## src/verilog/cpu_config.svh

```systemverilog
`ifndef CPU_CONFIG_SVH
`define CPU_CONFIG_SVH

// accumulator and data memory byte width
`define DATA_W 8
// program and data memory address width, also the info field width
`define ADDR_W 10
// opcode field in the upper instruction bits
`define OPC_W 6
`define INSTR_W 16
// signed relative branch offset
`define OFFS_W 6
// memory depths follow the 10-bit address field
`define PROG_DEPTH 1024
`define DATA_DEPTH 1024

`endif

```

## src/verilog/cpuPkg.sv

```systemverilog
`default_nettype none
`include "cpu_config.svh"

package cpuPkg;

	// instruction opcodes, upper bits of the instruction word
	typedef enum logic [`OPC_W-1:0] {
		NOP   = 6'd0,
		// memory and constant loads
		LDA   = 6'd1,  LDB   = 6'd2,  LDCA  = 6'd3,  LDCB  = 6'd4,
		// stores to absolute address
		STA   = 6'd5,  STB   = 6'd6,
		// register forms, both accumulators
		ADDA  = 6'd7,  ADDB  = 6'd8,  SUBA  = 6'd9,  SUBB  = 6'd10,
		ANDA  = 6'd11, ANDB  = 6'd12, ORA   = 6'd13, ORB   = 6'd14,
		// constant forms
		ADDCA = 6'd15, ADDCB = 6'd16, SUBCA = 6'd17, SUBCB = 6'd18,
		ANDCA = 6'd19, ANDCB = 6'd20, ORCA  = 6'd21, ORCB  = 6'd22,
		// shifts through carry, A only
		ASLA  = 6'd23, ASRA  = 6'd24,
		// absolute jump
		JMP   = 6'd25,
		// relative branches tested on A
		BAEQ  = 6'd26, BANE  = 6'd27, BACS  = 6'd28,
		BACC  = 6'd29, BAMI  = 6'd30, BAPL  = 6'd31,
		// relative branches tested on B
		BBEQ  = 6'd32, BBNE  = 6'd33, BBCS  = 6'd34,
		BBCC  = 6'd35, BBMI  = 6'd36, BBPL  = 6'd37
	} opcodeT;

	// what the execute stage writes into the accumulators
	typedef enum logic [2:0] {
		noLoad        = 3'd0,
		loadConstantA = 3'd1,
		loadResultA   = 3'd2,
		loadConstantB = 3'd3,
		loadResultB   = 3'd4
	} acumCtrlT;

	// bit 0 picks acum A over constant for operand 1
	// bit 1 picks acum B over constant for operand 2
	typedef enum logic [1:0] {
		selConstants   = 2'b00,
		selAcumAConstB = 2'b01,
		selConstAAcumB = 2'b10,
		selAcumAB      = 2'b11
	} operandSelT;

endpackage

`default_nettype wire

```

## src/verilog/idExIf.sv

```systemverilog
`timescale 1ns/1ns
`default_nettype none
`include "cpu_config.svh"

interface idExIf;

	// cleared by a taken branch or reset
	logic valid;
	// full opcode, store source select in execute
	cpuPkg::opcodeT opcode;
	// NOP for everything the alu does not touch
	cpuPkg::opcodeT aluOp;
	cpuPkg::operandSelT outSelMux;
	cpuPkg::acumCtrlT controlAcum;
	// store strobe
	logic memEnable;
	// result comes from data memory
	logic memLoad;
	logic [`DATA_W-1:0] constant;
	// forwarded accumulator values
	logic [`DATA_W-1:0] acumA;
	logic [`DATA_W-1:0] acumB;
	// branch target or data address
	logic [`ADDR_W-1:0] branchDir;
	logic isBranch;

	modport decode (
		output valid, opcode, aluOp, outSelMux, controlAcum, memEnable,
		output memLoad, constant, acumA, acumB, branchDir, isBranch
	);

	modport execute (
		input valid, opcode, aluOp, outSelMux, controlAcum, memEnable,
		input memLoad, constant, acumA, acumB, branchDir, isBranch
	);

endinterface

`default_nettype wire

```

## src/verilog/alu.sv

```systemverilog
`timescale 1ns/1ns
`default_nettype none
`include "cpu_config.svh"

module alu (
	input  wire [`DATA_W-1:0]  iAluOper1,
	input  wire [`DATA_W-1:0]  iAluOper2,
	input  cpuPkg::opcodeT     iAluInstSel,
	input  wire                carryIn,
	output logic [`DATA_W-1:0] oAluData,
	output logic               carryOut,
	output logic               carryWe,
	output logic               branchTaken
);

	// one extra bit catches carry or borrow
	logic [`DATA_W:0] sum;
	logic [`DATA_W:0] diff;
	logic [`DATA_W:0] diffRev;

	assign sum = {1'b0, iAluOper1} + {1'b0, iAluOper2};
	assign diff = {1'b0, iAluOper1} - {1'b0, iAluOper2};
	// B - const, const sits on operand 1
	assign diffRev = {1'b0, iAluOper2} - {1'b0, iAluOper1};

	always_comb begin
		oAluData = '0;
		carryOut = carryIn;
		carryWe = 1'b0;
		branchTaken = 1'b0;
		case (iAluInstSel)
			cpuPkg::ADDA, cpuPkg::ADDB, cpuPkg::ADDCA, cpuPkg::ADDCB: begin
				{carryOut, oAluData} = sum;
				carryWe = 1'b1;
			end
			cpuPkg::SUBA, cpuPkg::SUBB, cpuPkg::SUBCA: begin
				{carryOut, oAluData} = diff;
				carryWe = 1'b1;
			end
			cpuPkg::SUBCB: begin
				{carryOut, oAluData} = diffRev;
				carryWe = 1'b1;
			end
			// logic ops keep the flag
			cpuPkg::ANDA, cpuPkg::ANDB, cpuPkg::ANDCA, cpuPkg::ANDCB:
				oAluData = iAluOper1 & iAluOper2;
			cpuPkg::ORA, cpuPkg::ORB, cpuPkg::ORCA, cpuPkg::ORCB:
				oAluData = iAluOper1 | iAluOper2;
			// C <- A <- 0
			cpuPkg::ASLA: begin
				{carryOut, oAluData} = {iAluOper1, 1'b0};
				carryWe = 1'b1;
			end
			// C -> A -> C
			cpuPkg::ASRA: begin
				{oAluData, carryOut} = {carryIn, iAluOper1};
				carryWe = 1'b1;
			end
			cpuPkg::JMP: branchTaken = 1'b1;
			// A conditions on operand 1
			cpuPkg::BAEQ: branchTaken = (iAluOper1 == '0);
			cpuPkg::BANE: branchTaken = (iAluOper1 != '0);
			cpuPkg::BACS: branchTaken = carryIn;
			cpuPkg::BACC: branchTaken = !carryIn;
			cpuPkg::BAMI: branchTaken = iAluOper1[`DATA_W-1];
			cpuPkg::BAPL: branchTaken = !iAluOper1[`DATA_W-1];
			// B conditions on operand 2
			cpuPkg::BBEQ: branchTaken = (iAluOper2 == '0);
			cpuPkg::BBNE: branchTaken = (iAluOper2 != '0);
			cpuPkg::BBCS: branchTaken = carryIn;
			cpuPkg::BBCC: branchTaken = !carryIn;
			cpuPkg::BBMI: branchTaken = iAluOper2[`DATA_W-1];
			cpuPkg::BBPL: branchTaken = !iAluOper2[`DATA_W-1];
			default: ;
		endcase
	end

endmodule

`default_nettype wire

```

## src/verilog/ex.sv

```systemverilog
`timescale 1ns/1ns
`default_nettype none
`include "cpu_config.svh"

module ex (
	idExIf.execute             idEx,
	input  wire                carry,
	input  wire [`DATA_W-1:0]  memRData,
	output logic               branchTaken,
	output logic [`ADDR_W-1:0] branchDir,
	output logic               wrA,
	output logic               wrB,
	output logic [`DATA_W-1:0] wrData,
	output logic               carryWe,
	output logic               carryIn,
	output logic               memWe,
	output logic [`ADDR_W-1:0] memAddr,
	output logic [`DATA_W-1:0] memWData
);

	logic [`DATA_W-1:0] aluOper1;
	logic [`DATA_W-1:0] aluOper2;
	logic [`DATA_W-1:0] aluData;
	logic aluCarryWe;
	logic aluBranch;
	logic loadConst;

	// accumulator or constant per operand
	assign aluOper1 = idEx.outSelMux[0] ? idEx.acumA : idEx.constant;
	assign aluOper2 = idEx.outSelMux[1] ? idEx.acumB : idEx.constant;

	alu aluEx (
		.iAluOper1(aluOper1),
		.iAluOper2(aluOper2),
		.iAluInstSel(idEx.aluOp),
		.carryIn(carry),
		.oAluData(aluData),
		.carryOut(carryIn),
		.carryWe(aluCarryWe),
		.branchTaken(aluBranch)
	);

	assign loadConst = (idEx.controlAcum == cpuPkg::loadConstantA) ||
		(idEx.controlAcum == cpuPkg::loadConstantB);
	assign wrA = idEx.valid && ((idEx.controlAcum == cpuPkg::loadConstantA) ||
		(idEx.controlAcum == cpuPkg::loadResultA));
	assign wrB = idEx.valid && ((idEx.controlAcum == cpuPkg::loadConstantB) ||
		(idEx.controlAcum == cpuPkg::loadResultB));
	// constant, memory byte or alu result
	assign wrData = loadConst ? idEx.constant : (idEx.memLoad ? memRData : aluData);
	assign carryWe = idEx.valid && aluCarryWe;

	// same field serves as data address
	assign memAddr = idEx.branchDir;
	assign memWe = idEx.valid && idEx.memEnable;
	assign memWData = (idEx.opcode == cpuPkg::STA) ? idEx.acumA : idEx.acumB;

	assign branchTaken = idEx.valid && idEx.isBranch && aluBranch;
	assign branchDir = idEx.branchDir;

endmodule

`default_nettype wire

```

## src/flat_wrapper.sv

```systemverilog
// flat-port wrapper written by rule: the top's interface ports become plain ports
module ex_flat 
  (carry, memRData, branchTaken, branchDir, wrA, wrB, wrData, carryWe, carryIn, memWe, memAddr, memWData, idEx_valid, idEx_opcode, idEx_aluOp, idEx_outSelMux, idEx_controlAcum, idEx_memEnable, idEx_memLoad, idEx_constant, idEx_acumA, idEx_acumB, idEx_branchDir, idEx_isBranch);
  idExIf idEx_i ();
  input  wire carry;
  input  wire [`DATA_W-1:0] memRData;
  output logic branchTaken;
  output logic [`ADDR_W-1:0] branchDir;
  output logic wrA;
  output logic wrB;
  output logic [`DATA_W-1:0] wrData;
  output logic carryWe;
  output logic carryIn;
  output logic memWe;
  output logic [`ADDR_W-1:0] memAddr;
  output logic [`DATA_W-1:0] memWData;
  input wire logic [$bits(idEx_i.valid)-1:0] idEx_valid;
  input wire logic [$bits(idEx_i.opcode)-1:0] idEx_opcode;
  input wire logic [$bits(idEx_i.aluOp)-1:0] idEx_aluOp;
  input wire logic [$bits(idEx_i.outSelMux)-1:0] idEx_outSelMux;
  input wire logic [$bits(idEx_i.controlAcum)-1:0] idEx_controlAcum;
  input wire logic [$bits(idEx_i.memEnable)-1:0] idEx_memEnable;
  input wire logic [$bits(idEx_i.memLoad)-1:0] idEx_memLoad;
  input wire logic [$bits(idEx_i.constant)-1:0] idEx_constant;
  input wire logic [$bits(idEx_i.acumA)-1:0] idEx_acumA;
  input wire logic [$bits(idEx_i.acumB)-1:0] idEx_acumB;
  input wire logic [$bits(idEx_i.branchDir)-1:0] idEx_branchDir;
  input wire logic [$bits(idEx_i.isBranch)-1:0] idEx_isBranch;
  assign idEx_i.valid = idEx_valid;
  assign idEx_i.opcode = idEx_opcode;
  assign idEx_i.aluOp = idEx_aluOp;
  assign idEx_i.outSelMux = idEx_outSelMux;
  assign idEx_i.controlAcum = idEx_controlAcum;
  assign idEx_i.memEnable = idEx_memEnable;
  assign idEx_i.memLoad = idEx_memLoad;
  assign idEx_i.constant = idEx_constant;
  assign idEx_i.acumA = idEx_acumA;
  assign idEx_i.acumB = idEx_acumB;
  assign idEx_i.branchDir = idEx_branchDir;
  assign idEx_i.isBranch = idEx_isBranch;
  ex u_core (.idEx(idEx_i), .carry(carry), .memRData(memRData), .branchTaken(branchTaken), .branchDir(branchDir), .wrA(wrA), .wrB(wrB), .wrData(wrData), .carryWe(carryWe), .carryIn(carryIn), .memWe(memWe), .memAddr(memAddr), .memWData(memWData));
endmodule
```

## config.mk

```make
export PLATFORM = sky130hd
export DESIGN_NAME = ex_flat
export DESIGN_NICKNAME = d
export VERILOG_FILES = /design/src/verilog/cpuPkg.sv /design/src/verilog/idExIf.sv /design/src/verilog/alu.sv /design/src/verilog/ex.sv /design/src/flat_wrapper.sv
export VERILOG_INCLUDE_DIRS = /design/src /design/src/verilog
export SDC_FILE = /design/constraint.sdc
export NUM_CORES = 1
export LEC_CHECK = 0
export BUFFER_PORTS_ARGS = -buffer_cell sky130_fd_sc_hd__buf_2
export CAP_MARGIN = 25
export CORE_MARGIN = 2
export CORE_UTILIZATION = 45
export DETAILED_ROUTE_END_ITERATION = 16
export PLACE_DENSITY = 0.77
export SLEW_MARGIN = 0
export SYNTH_ARGS = -nofsm -noshare
export SYNTH_HDL_FRONTEND = slang
export SYNTH_SLANG_ARGS = --single-unit
```

## constraint.sdc

```tcl
create_clock -name vclk -period 9.8
set_input_delay 1.47 -clock vclk [all_inputs]
set_output_delay 1.47 -clock vclk [all_outputs]
set_load 0.1 [all_outputs]
```

# Yosys cells after proc, flatten, opt, wreduce, memory -nomap -nowiden
# Cells that the tools add are included.
[totals] regBits=0 inputBits=64 elab_cells=73
[classes] addsub=3 n_eq_ne=36 mux=9 bitwise=2 n_reduce_logical=23
[op_table] cell="6-bit by 5-bit equality test with 1-bit output (second input constant)" count=16
[op_table] cell="8-bit one-hot mux with 7 select lines" count=1
[op_table] cell="6-bit by 4-bit equality test with 1-bit output (second input constant)" count=8
[op_table] cell="8-bit two-way mux" count=5
[op_table] cell="6-bit equality test (second input constant)" count=6
[op_table] cell="8-bit by 8-bit subtractor with 9-bit output" count=2
[op_table] cell="8-bit logical NOT" count=2
[op_table] cell="8-bit nonzero test" count=2
[op_table] cell="6-bit by 3-bit equality test with 1-bit output (second input constant)" count=2
[op_table] cell="4-bit OR reduction" count=3
[op_table] cell="1-bit one-hot mux with 11 select lines" count=1
[op_table] cell="10-bit OR reduction" count=1
[op_table] cell="8-bit by 8-bit adder with 9-bit output" count=1
[op_table] cell="8-bit AND" count=1
[op_table] cell="8-bit bitwise OR" count=1
[op_table] cell="3-bit by 2-bit equality test with 1-bit output (second input constant)" count=2
[op_table] cell="1-bit logical AND" count=6
[op_table] cell="1-bit one-hot mux with 5 select lines" count=1
[op_table] cell="2-bit OR reduction" count=2
[op_table] cell="3-bit by 1-bit equality test with 1-bit output (second input constant)" count=1
[op_table] cell="3-bit equality test (second input constant)" count=1
[op_table] cell="1-bit logical NOT" count=3
[op_table] cell="1-bit logical OR" count=3
[op_table] cell="3-bit OR reduction" count=1
[op_table] cell="1-bit two-way mux" count=1

# Longest topological paths before layout
# Gate-level depths: netlist of run 1.
[depth] word_depth=5 mapped_depth=11

# Hierarchy
# From an unflattened synthesis of run 1, not the netlist that was laid out.
[unflattened] cells_unflattened=332 area_unflattened_um2=2509.9
[by_module_without_submodules] mod="alu" n_inst=1 cells_per_inst=248 area_each_um2=1814.2
[by_module_without_submodules] mod="ex" n_inst=1 cells_per_inst=84 area_each_um2=695.7

# Least setup slack after synthesis of run 1
# Ideal clock, no wire load.
[synth_path] path_kind="in2out" from="input idEx_outSelMux[1]" to="output wrData[6]" arrival_ps=5121 path_slack_ps=3209 stages=10 path_cell_list="buf_1 -> mux2i_1 -> inv_1 -> fa_1 -> o21bai_1 -> a21oi_1 -> o31ai_1 -> xnor2_1 -> a2111oi_0 -> a21oi_1"
[synth_between] elab_chain_cells=5 word_cells_on_any_way=9 cone_classes="add/sub: 3; mux: 4; bitwise: 2"
[synth_rtl] element="start: declaration" line="flat_wrapper.sv:20" text="input wire logic [$bits(idEx_i.outSelMux)-1:0] idEx_outSelMux;"
[synth_rtl] element="8-bit two-way mux *" line="ex.sv:30" text="assign aluOper2 = idEx.outSelMux[1] ? idEx.acumB : idEx.constant;"
[synth_rtl] element="8-bit by 8-bit subtractor with 9-bit output, or another cell as far along" line="alu.sv:24" text="assign diffRev = {1'b0, iAluOper2} - {1'b0, iAluOper1};"
[synth_rtl] element="8-bit one-hot mux with 7 select lines *" line="alu.sv:31" text="case (iAluInstSel)"
[synth_rtl] element="8-bit two-way mux * (2 in a row)" line="ex.sv:50" text="assign wrData = loadConst ? idEx.constant : (idEx.memLoad ? memRData : aluData);"
[synth_rtl] element="end: declaration" line="flat_wrapper.sv:11" text="output logic [`DATA_W-1:0] wrData;"
# Every way passes the cells marked *; elsewhere a longest branch is shown, timed or not.

# Worst setup path after layout of run 1
[layout_path] from="input idEx_outSelMux[0]" to="output wrData[6]"
[layout_between] elab_chain_cells=5 word_cells_on_any_way=9 cone_classes="add/sub: 3; mux: 4; bitwise: 2"
[layout_rtl] element="8-bit two-way mux *" line="ex.sv:29" text="assign aluOper1 = idEx.outSelMux[0] ? idEx.acumA : idEx.constant;"
[layout_rtl] element="8-bit by 8-bit subtractor with 9-bit output, or another cell as far along" line="alu.sv:24"
[layout_rtl] element="8-bit one-hot mux with 7 select lines *" line="alu.sv:31"
[layout_rtl] element="8-bit two-way mux * (2 in a row)" line="ex.sv:50"
# Marks and branches as above.

==> results.sh, run 1 <==
export IMPL_grt_overflow_total=0
export IMPL_instances_no_fill=445
export IMPL_gp_congestion=0.945
export IMPL_p_leak_uw=0.00126
export IMPL_status="finished clean"
export IMPL_final_common_cell="buf_2"
export IMPL_dp_cells=445
export IMPL_totalWireLength_mm=8.06
export IMPL_cts_setup_buffers=0
export IMPL_synth_area_per_cell_um2=7.14
export IMPL_crit_path_end="wrData[6]"
export IMPL_area_growth_pct=10.0
export IMPL_row_count=26
export IMPL_synth_top_area_share_pct=17.2
export IMPL_hold_violations=0
export IMPL_viasPerCell=6.18
export IMPL_setup_viol=0
export IMPL_hold_buffers=0
export IMPL_start_util_pct=46.8
export IMPL_ant_nets=0
export IMPL_n_clock_buffer=0
export IMPL_grt_pass1_wl_mm=12.7
export IMPL_synth_seq_area_share_pct=0
export IMPL_grt_pass1_vias=2526
export IMPL_yosysUniqueCellTypes=61
export IMPL_slew_violations=0
export IMPL_firstDrtPassIters=5
export IMPL_io_pins=106
export IMPL_regArea_um2=0
export IMPL_rsz0062_at_grt="no"
export IMPL_arrival_ps=4550
export IMPL_worst_path_max_fanout=10
export IMPL_drive_above_1_share_pct=24.8
export IMPL_maxCapViolations=0
export IMPL_syn_num_nets=437
export IMPL_die_w_um=77.1
export IMPL_tightest_slew_ps=803
export IMPL_numPortBuffers=76
export IMPL_grt_usage_pct=25.6
export IMPL_die_h_um=77.1
export IMPL_antenna_found_initial=0
export IMPL_die_area_um2=5950
export IMPL_fmaxAchievable_mhz=166
export IMPL_crit_start="idEx_outSelMux[0]"
export IMPL_seq_cells=0
export IMPL_grt_max_degree=19
export IMPL_critical_path_class="primary input to output pin"
export IMPL_finalCritPeriodShare_pct=61.4
export IMPL_synth_top_cell_by_area="ha_1"
export IMPL_min_period_ps=6020
export IMPL_core_area_um2=5140
export IMPL_crit_path_end_kind="output pin"
export IMPL_syn_instance_count=337
export IMPL_crit_path_start_kind="primary input"
export IMPL_vias=2748
export IMPL_ir_drop_mv=0.0392
export IMPL_power_density_nw_per_um2=76.1
export IMPL_finalPower_uw=201
export IMPL_final_cell_mix="buf_2 (76), ha_1 (33), inv_1 (26)"
export IMPL_first_iter_violations=285
export IMPL_nNetsFinal=477
export IMPL_detail_route_wl_per_cell_um=18.1
export IMPL_slew_headroom_pct=46.0
export IMPL_critPathRequiredTime_ps=8330
export IMPL_synth_area_top_cells="ha_1 (17%), buf_4 (6.2%), mux2i_1 (6.2%)"
export IMPL_n_antenna_cell=0
export IMPL_ys_warn_count=0
export IMPL_drc=0
export IMPL_hp_class="primary input to output pin"
export IMPL_netlist_area_um2=2410
export IMPL_post_cts_resized_instances=0
export IMPL_dp_hpwl_mm=6.51
export IMPL_final_setup_tns_ps=0
[cell usage after synthesis (3+ instances only)]
library cell and number:
inv_1 26, ha_1 33, o21ai_0 12, nand2b_1 4, a21oi_1 22, a31oi_1 4, nand3b_1 3, o31ai_1 5
a211o_1 3, nor3_1 4, nor2_1 20, a2111oi_0 3, mux2i_1 15, nand2_1 23, nand3_1 9, o21a_1 4
o21bai_1 4, buf_2 6, xnor2_1 9, o211a_1 3, fa_1 3, clkbuf_1 7, o22ai_1 16, o221ai_1 5
nor4_1 7, xor2_1 4, and2_1 3, a221oi_1 4, buf_4 20, buf_1 4, mux2_2 8
[final cells by class]
type / count / area, µm²
inverter: 28 / 105
tap: 70 / 87.6
timing repair buffer: 76 / 380
multi-input combinational: 271 / 2080
fill: 533 / 2490
[layer usage]
layer	share of wire [%]	vias up	GRT usage [%]
met2	45	139	43.0
met1	44	1286	35.0
met5	0	-	0
met3	7.8	23	2.12
li1	-	1300	-
met4	2.8	0	6.79
[worst min path at each step]
stage / start / end / slack, ps / cells past startpoint
final: idEx_branchDir[0] / branchDir[0] / 2940 / 0
after global routing: idEx_branchDir[0] / memAddr[0] / 2940 / 0
after CTS: idEx_branchDir[2] / branchDir[2] / 2940 / 0
after detailed placement: idEx_branchDir[2] / branchDir[2] / 2940 / 0
after global placement: idEx_branchDir[2] / branchDir[2] / 2940 / 0
after floorplan: idEx_branchDir[0] / branchDir[0] / 3150 / 1
[stage by stage]
step	cell area [µm²]	hold slack [ps]	util, %	worst slack (ps)
floorplan	2410	3150	-	3210
global placement	2650	2940	51.5	3870
detailed placement	2650	2940	51.5	3840
CTS	2650	2940	51.5	3840
global route	2650	2940	51.5	3530
finish	2650	2940	51.5	3780
[report_power, final]
group | switching [µW] | internal [µW] | total (µW)
Combinational | 140 | 61.1 | 201
Sequential | 0 | 0 | 0
Clock | 0 | 0 | 0
[cells by family (layout without fill, tap and decap cells)]
kind of cell,count (synthesis),after routing,synth area share [%]
AOI/OAI and AO/OA,109,109,32.4
and+or+nand+nor,90,90,19.2
buffers and inverters,66,104,14.0
adders and majority gates,36,36,19.6
muxes,23,23,9.98
xor gates and xnor gates,13,13,4.73
[critical path, stage by stage]
cell and delay (ps):
buf_2 240, mux2i_1 500, inv_1 130, ha_1 250
fa_1 420, o21bai_1 190, a21oi_1 130, o31ai_1 350
o2bb2ai_1 180, o22ai_1 110, a21oi_1 140, buf_2 430
Power figures use the tool's default switching activity.
==> inputs of run 2 (changes only) <==
- PLACE_DENSITY: 0.77 -> 0.8
- clock period: 9.8 -> 5.5 ns (I/O delays scaled with it)
==> run 2 against run 1 <==
Power grew 80%. Non-clock buffer count grew 3. Global-route usage grew 0.31 points. Core utilization grew 0.32 points. Critical path depth shrank 1. Sequential share of layout area is the same. Largest cell class unchanged. Critical path type unchanged. Die area is the same. First-iteration DRC count grew 23%. Highest routed layer unchanged. Clock-buffer cell count is the same. Setup slack lost 3100 ps. Flip-flop and latch count is the same.
==> results.sh, run 2 (synthesis gave the netlist of run 1 again) <==
export IMPL_ir_drop_mv=0.0546
export IMPL_arrival_ps=3950
export IMPL_vias=2796
export IMPL_drc=0
export IMPL_tightest_slew_ps=683
export IMPL_rsz0062_at_grt="no"
export IMPL_dp_cells=448
export IMPL_maxCapViolations=0
export IMPL_status="finished clean"
export IMPL_viasPerCell=6.24
export IMPL_die_area_um2=5950
export IMPL_start_util_pct=46.8
export IMPL_instances_no_fill=448
export IMPL_gp_congestion=0.989
export IMPL_hp_class="primary input to output pin"
export IMPL_detail_route_wl_per_cell_um=18.0
export IMPL_n_fill_cell=549
export IMPL_antenna_found_initial=0
export IMPL_placed_area_um2=2670
export IMPL_seq_cells=0
export IMPL_hold_violations=0
export IMPL_grt_overflow_total=0
export IMPL_numPortBuffers=76
export IMPL_slew_headroom_pct=54.5
export IMPL_met2_length_mm=3.71
export IMPL_grt_max_degree=19
export IMPL_finalWorstSetupSlack_ps=726
export IMPL_setup_viol=0
export IMPL_area_growth_pct=10.7
export IMPL_ant_nets=0
export IMPL_cts_setup_buffers=0
export IMPL_min_period_ps=4770
export IMPL_nNetsFinal=480
export IMPL_power_density_nw_per_um2=136
export IMPL_slew_violations=0
export IMPL_n_antenna_cell=0
export IMPL_final_setup_tns_ps=0
export IMPL_grt_pass1_vias=2660
export IMPL_post_cts_resized_instances=0
export IMPL_first_iter_violations=350
export IMPL_critPathRequiredTime_ps=4680
export IMPL_grt_pass1_wl_mm=12.9
export IMPL_row_count=26
export IMPL_place_ws_ps=766
export IMPL_crit_path_end_kind="output pin"
export IMPL_n_clock_buffer=0
export IMPL_core_area_um2=5140
export IMPL_critical_path_class="primary input to output pin"
export IMPL_hold_buffers=0
export IMPL_drt_met1_wl_mm=3.26
export IMPL_drive_above_1_share_pct=25.1
export IMPL_io_pins=106
export IMPL_top_layer="met4"
export IMPL_firstDrtPassIters=5
export IMPL_fin_area_um2=2670
export IMPL_p_leak_uw=0.00128
export IMPL_final_common_cell="buf_2"
export IMPL_dp_hpwl_mm=6.46
export IMPL_fmaxAchievable_mhz=209
export IMPL_worst_hold_slack_ps=1650
export IMPL_worst_path_max_fanout=12
export IMPL_totalWireLength_mm=8.04
export IMPL_die_w_um=77.1
export IMPL_multi_input_area_um2=2070
export IMPL_finalCritPeriodShare_pct=86.8
export IMPL_die_h_um=77.1
export IMPL_wl_met3_um=787
export IMPL_grt_usage_pct=25.9
export IMPL_final_cell_mix="buf_2 (76), ha_1 (33), inv_1 (26)"
export IMPL_regArea_um2=0
export IMPL_crit_path_start_kind="primary input"
==> run 2: layer usage <==
metal  vias up  global-route usage, %
met4         0                   9.29
li1       1303                      -
met5         -                      0
met2       176                   44.4
met3        32                   1.41
met1      1285                   34.3
==> run 2: final timing paths <==
path / start / to / slack [ps] / cells after the start
hold / removal: idEx_branchDir[0] / memAddr[0] / 1650 / 0
setup / recovery: idEx_outSelMux[1] / wrData[6] / 730 / 11
==> run 2: cell type report <==
class,instances,area share [%]
tap,70,3.29
timing repair buffer,79,15.1
multi-input combinational,271,77.7
inverter,28,3.94
==> run 2: worst max-delay path, stage by stage <==
cell	delay, ps
buf_2	260
mux2i_1	520
inv_1	240
fa_1	520
o21bai_1	170
a21oi_1	130
o31ai_1	360
xnor2_1	100
a2111oi_0	410
a21oi_1	110
buf_2	310
==> run 2: where the power goes <==
| group | switching [µW] | internal [µW] |
|---|---|---|
| registers | 0 | 0 |
| logic | 252 | 110 |
| clock network | 0 | 0 |
| total | 252 | 110 |
==> run 2: per-stage QoR <==
step | total power (µW) | util [%]
global route | 388 | 51.8
CTS | 356 | 51.8
global placement | 354 | 51.8
finish | 362 | 51.8
detailed placement | 355 | 51.8
floorplan | 342 | -
==> inputs of run 3 (changes only) <==
- CORE_UTILIZATION: 45 -> 46
- PLACE_DENSITY: 0.8 -> 0.81
==> run 3 against run 2 <==
Maximum frequency rose by 0.54%. Combinational power hardly changed. Sequential share of layout area stayed put. Power increased by 0.39%. Setup slack improved by 25 ps. First-iteration DRC count decreased by 8.3%. Global-route usage down 0.35 points. Critical path type unchanged.
==> results.sh, run 3 (synthesis gave the netlist of run 1 again) <==
export IMPL_p_leak_uw=0.00128
export IMPL_numPortBuffers=76
export IMPL_placed_area_um2=2670
export IMPL_final_setup_tns_ps=0
export IMPL_finalCritPeriodShare_pct=86.3
export IMPL_post_cts_resized_instances=0
export IMPL_grt_usage_pct=25.6
export IMPL_status="finished clean"
export IMPL_setup_viol=0
export IMPL_regArea_um2=0
export IMPL_seq_cells=0
export IMPL_min_from="idEx_branchDir[8]"
export IMPL_area_growth_pct=11.0
export IMPL_ir_drop_mv=0.0729
export IMPL_grt_max_degree=19
export IMPL_io_pins=106
export IMPL_dp_hpwl_mm=6.36
export IMPL_cts_setup_buffers=0
export IMPL_row_count=26
export IMPL_die_area_um2=5830
export IMPL_final_common_cell="buf_2"
export IMPL_antenna_found_initial=0
export IMPL_tightest_slew_ps=676
export IMPL_finalWorstSetupSlack_ps=751
export IMPL_place_ws_ps=832
export IMPL_grt_pass1_wl_mm=12.7
export IMPL_start_util_pct=47.4
export IMPL_firstDrtPassIters=5
export IMPL_hold_violations=0
export IMPL_grt_overflow_total=0
export IMPL_power_density_nw_per_um2=136
export IMPL_totalWireLength_mm=7.99
export IMPL_n_clock_buffer=0
export IMPL_arrival_ps=3920
export IMPL_fmaxAchievable_mhz=211
export IMPL_n_fill_cell=519
export IMPL_min_period_ps=4750
export IMPL_vias=2819
export IMPL_multi_input_area_um2=2070
export IMPL_critical_path_class="primary input to output pin"
export IMPL_die_w_um=76.3
export IMPL_maxCapViolations=0
export IMPL_hold_buffers=0
export IMPL_fin_area_um2=2670
export IMPL_detail_route_wl_per_cell_um=17.8
export IMPL_worst_path_max_fanout=10
export IMPL_crit_path_end_kind="output pin"
export IMPL_nNetsFinal=481
export IMPL_first_iter_violations=321
export IMPL_hp_class="primary input to output pin"
export IMPL_slew_headroom_pct=53.7
export IMPL_n_antenna_cell=0
export IMPL_core_area_um2=5070
export IMPL_ant_nets=0
export IMPL_viasPerCell=6.28
export IMPL_die_h_um=76.3
export IMPL_crit_start="idEx_outSelMux[0]"
export IMPL_gp_congestion=1.03
export IMPL_crit_path_start_kind="primary input"
export IMPL_drc=0
export IMPL_critPathRequiredTime_ps=4680
export IMPL_rsz0062_at_grt="no"
export IMPL_grt_pass1_vias=2643
export IMPL_final_cell_mix="buf_2 (76), ha_1 (33), inv_1 (26)"
export IMPL_drive_above_1_share_pct=25.3
export IMPL_slew_violations=0
==> run 3: power by group <==
part	switching, µW	total [µW]	internal, µW
logic	252	364	111
clock network	0	0	0
registers	0	0	0
==> run 3: final timing paths <==
| kind | end | cells after the start |
|---|---|---|
| hold / removal | memAddr[8] | 0 |
| setup / recovery | wrData[5] | 11 |
==> run 3: critical path, stage by stage <==
cell and delay (ps):
buf_2 240, mux2i_1 630, inv_1 260, ha_1 250, o21bai_1 170, a21oi_1 340, o31ai_1 130, o221a_1 260
or2_0 200, a21oi_1 170, buf_2 450
==> run 3: stage by stage <==
step | util (%) | instances | power, µW | hold WS [ps]
finish | 52.7 | 449 | 364 | 1650
global route | 52.7 | 449 | 389 | 1650
CTS | 52.7 | 449 | 357 | 1650
detailed placement | 52.7 | 449 | 356 | 1650
global placement | 52.7 | 449 | 355 | 1650
floorplan | - | 337 | 342 | 1860
==> run 3: per-layer routing <==
layer  vias to the layer above  track usage, %  wire length, µm
met5                         -               0                0
met4                         0            8.36              246
met3                        28            1.54              820
met2                       208            44.3             3720
met1                      1281            33.8             3200
li1                       1302               -                -
==> run 3: final cells by class <==
class,instances,share of cell area (%)
inverters,28,3.93
well taps,70,3.28
repair buffers,80,15.4
multi-input cells,271,77.4
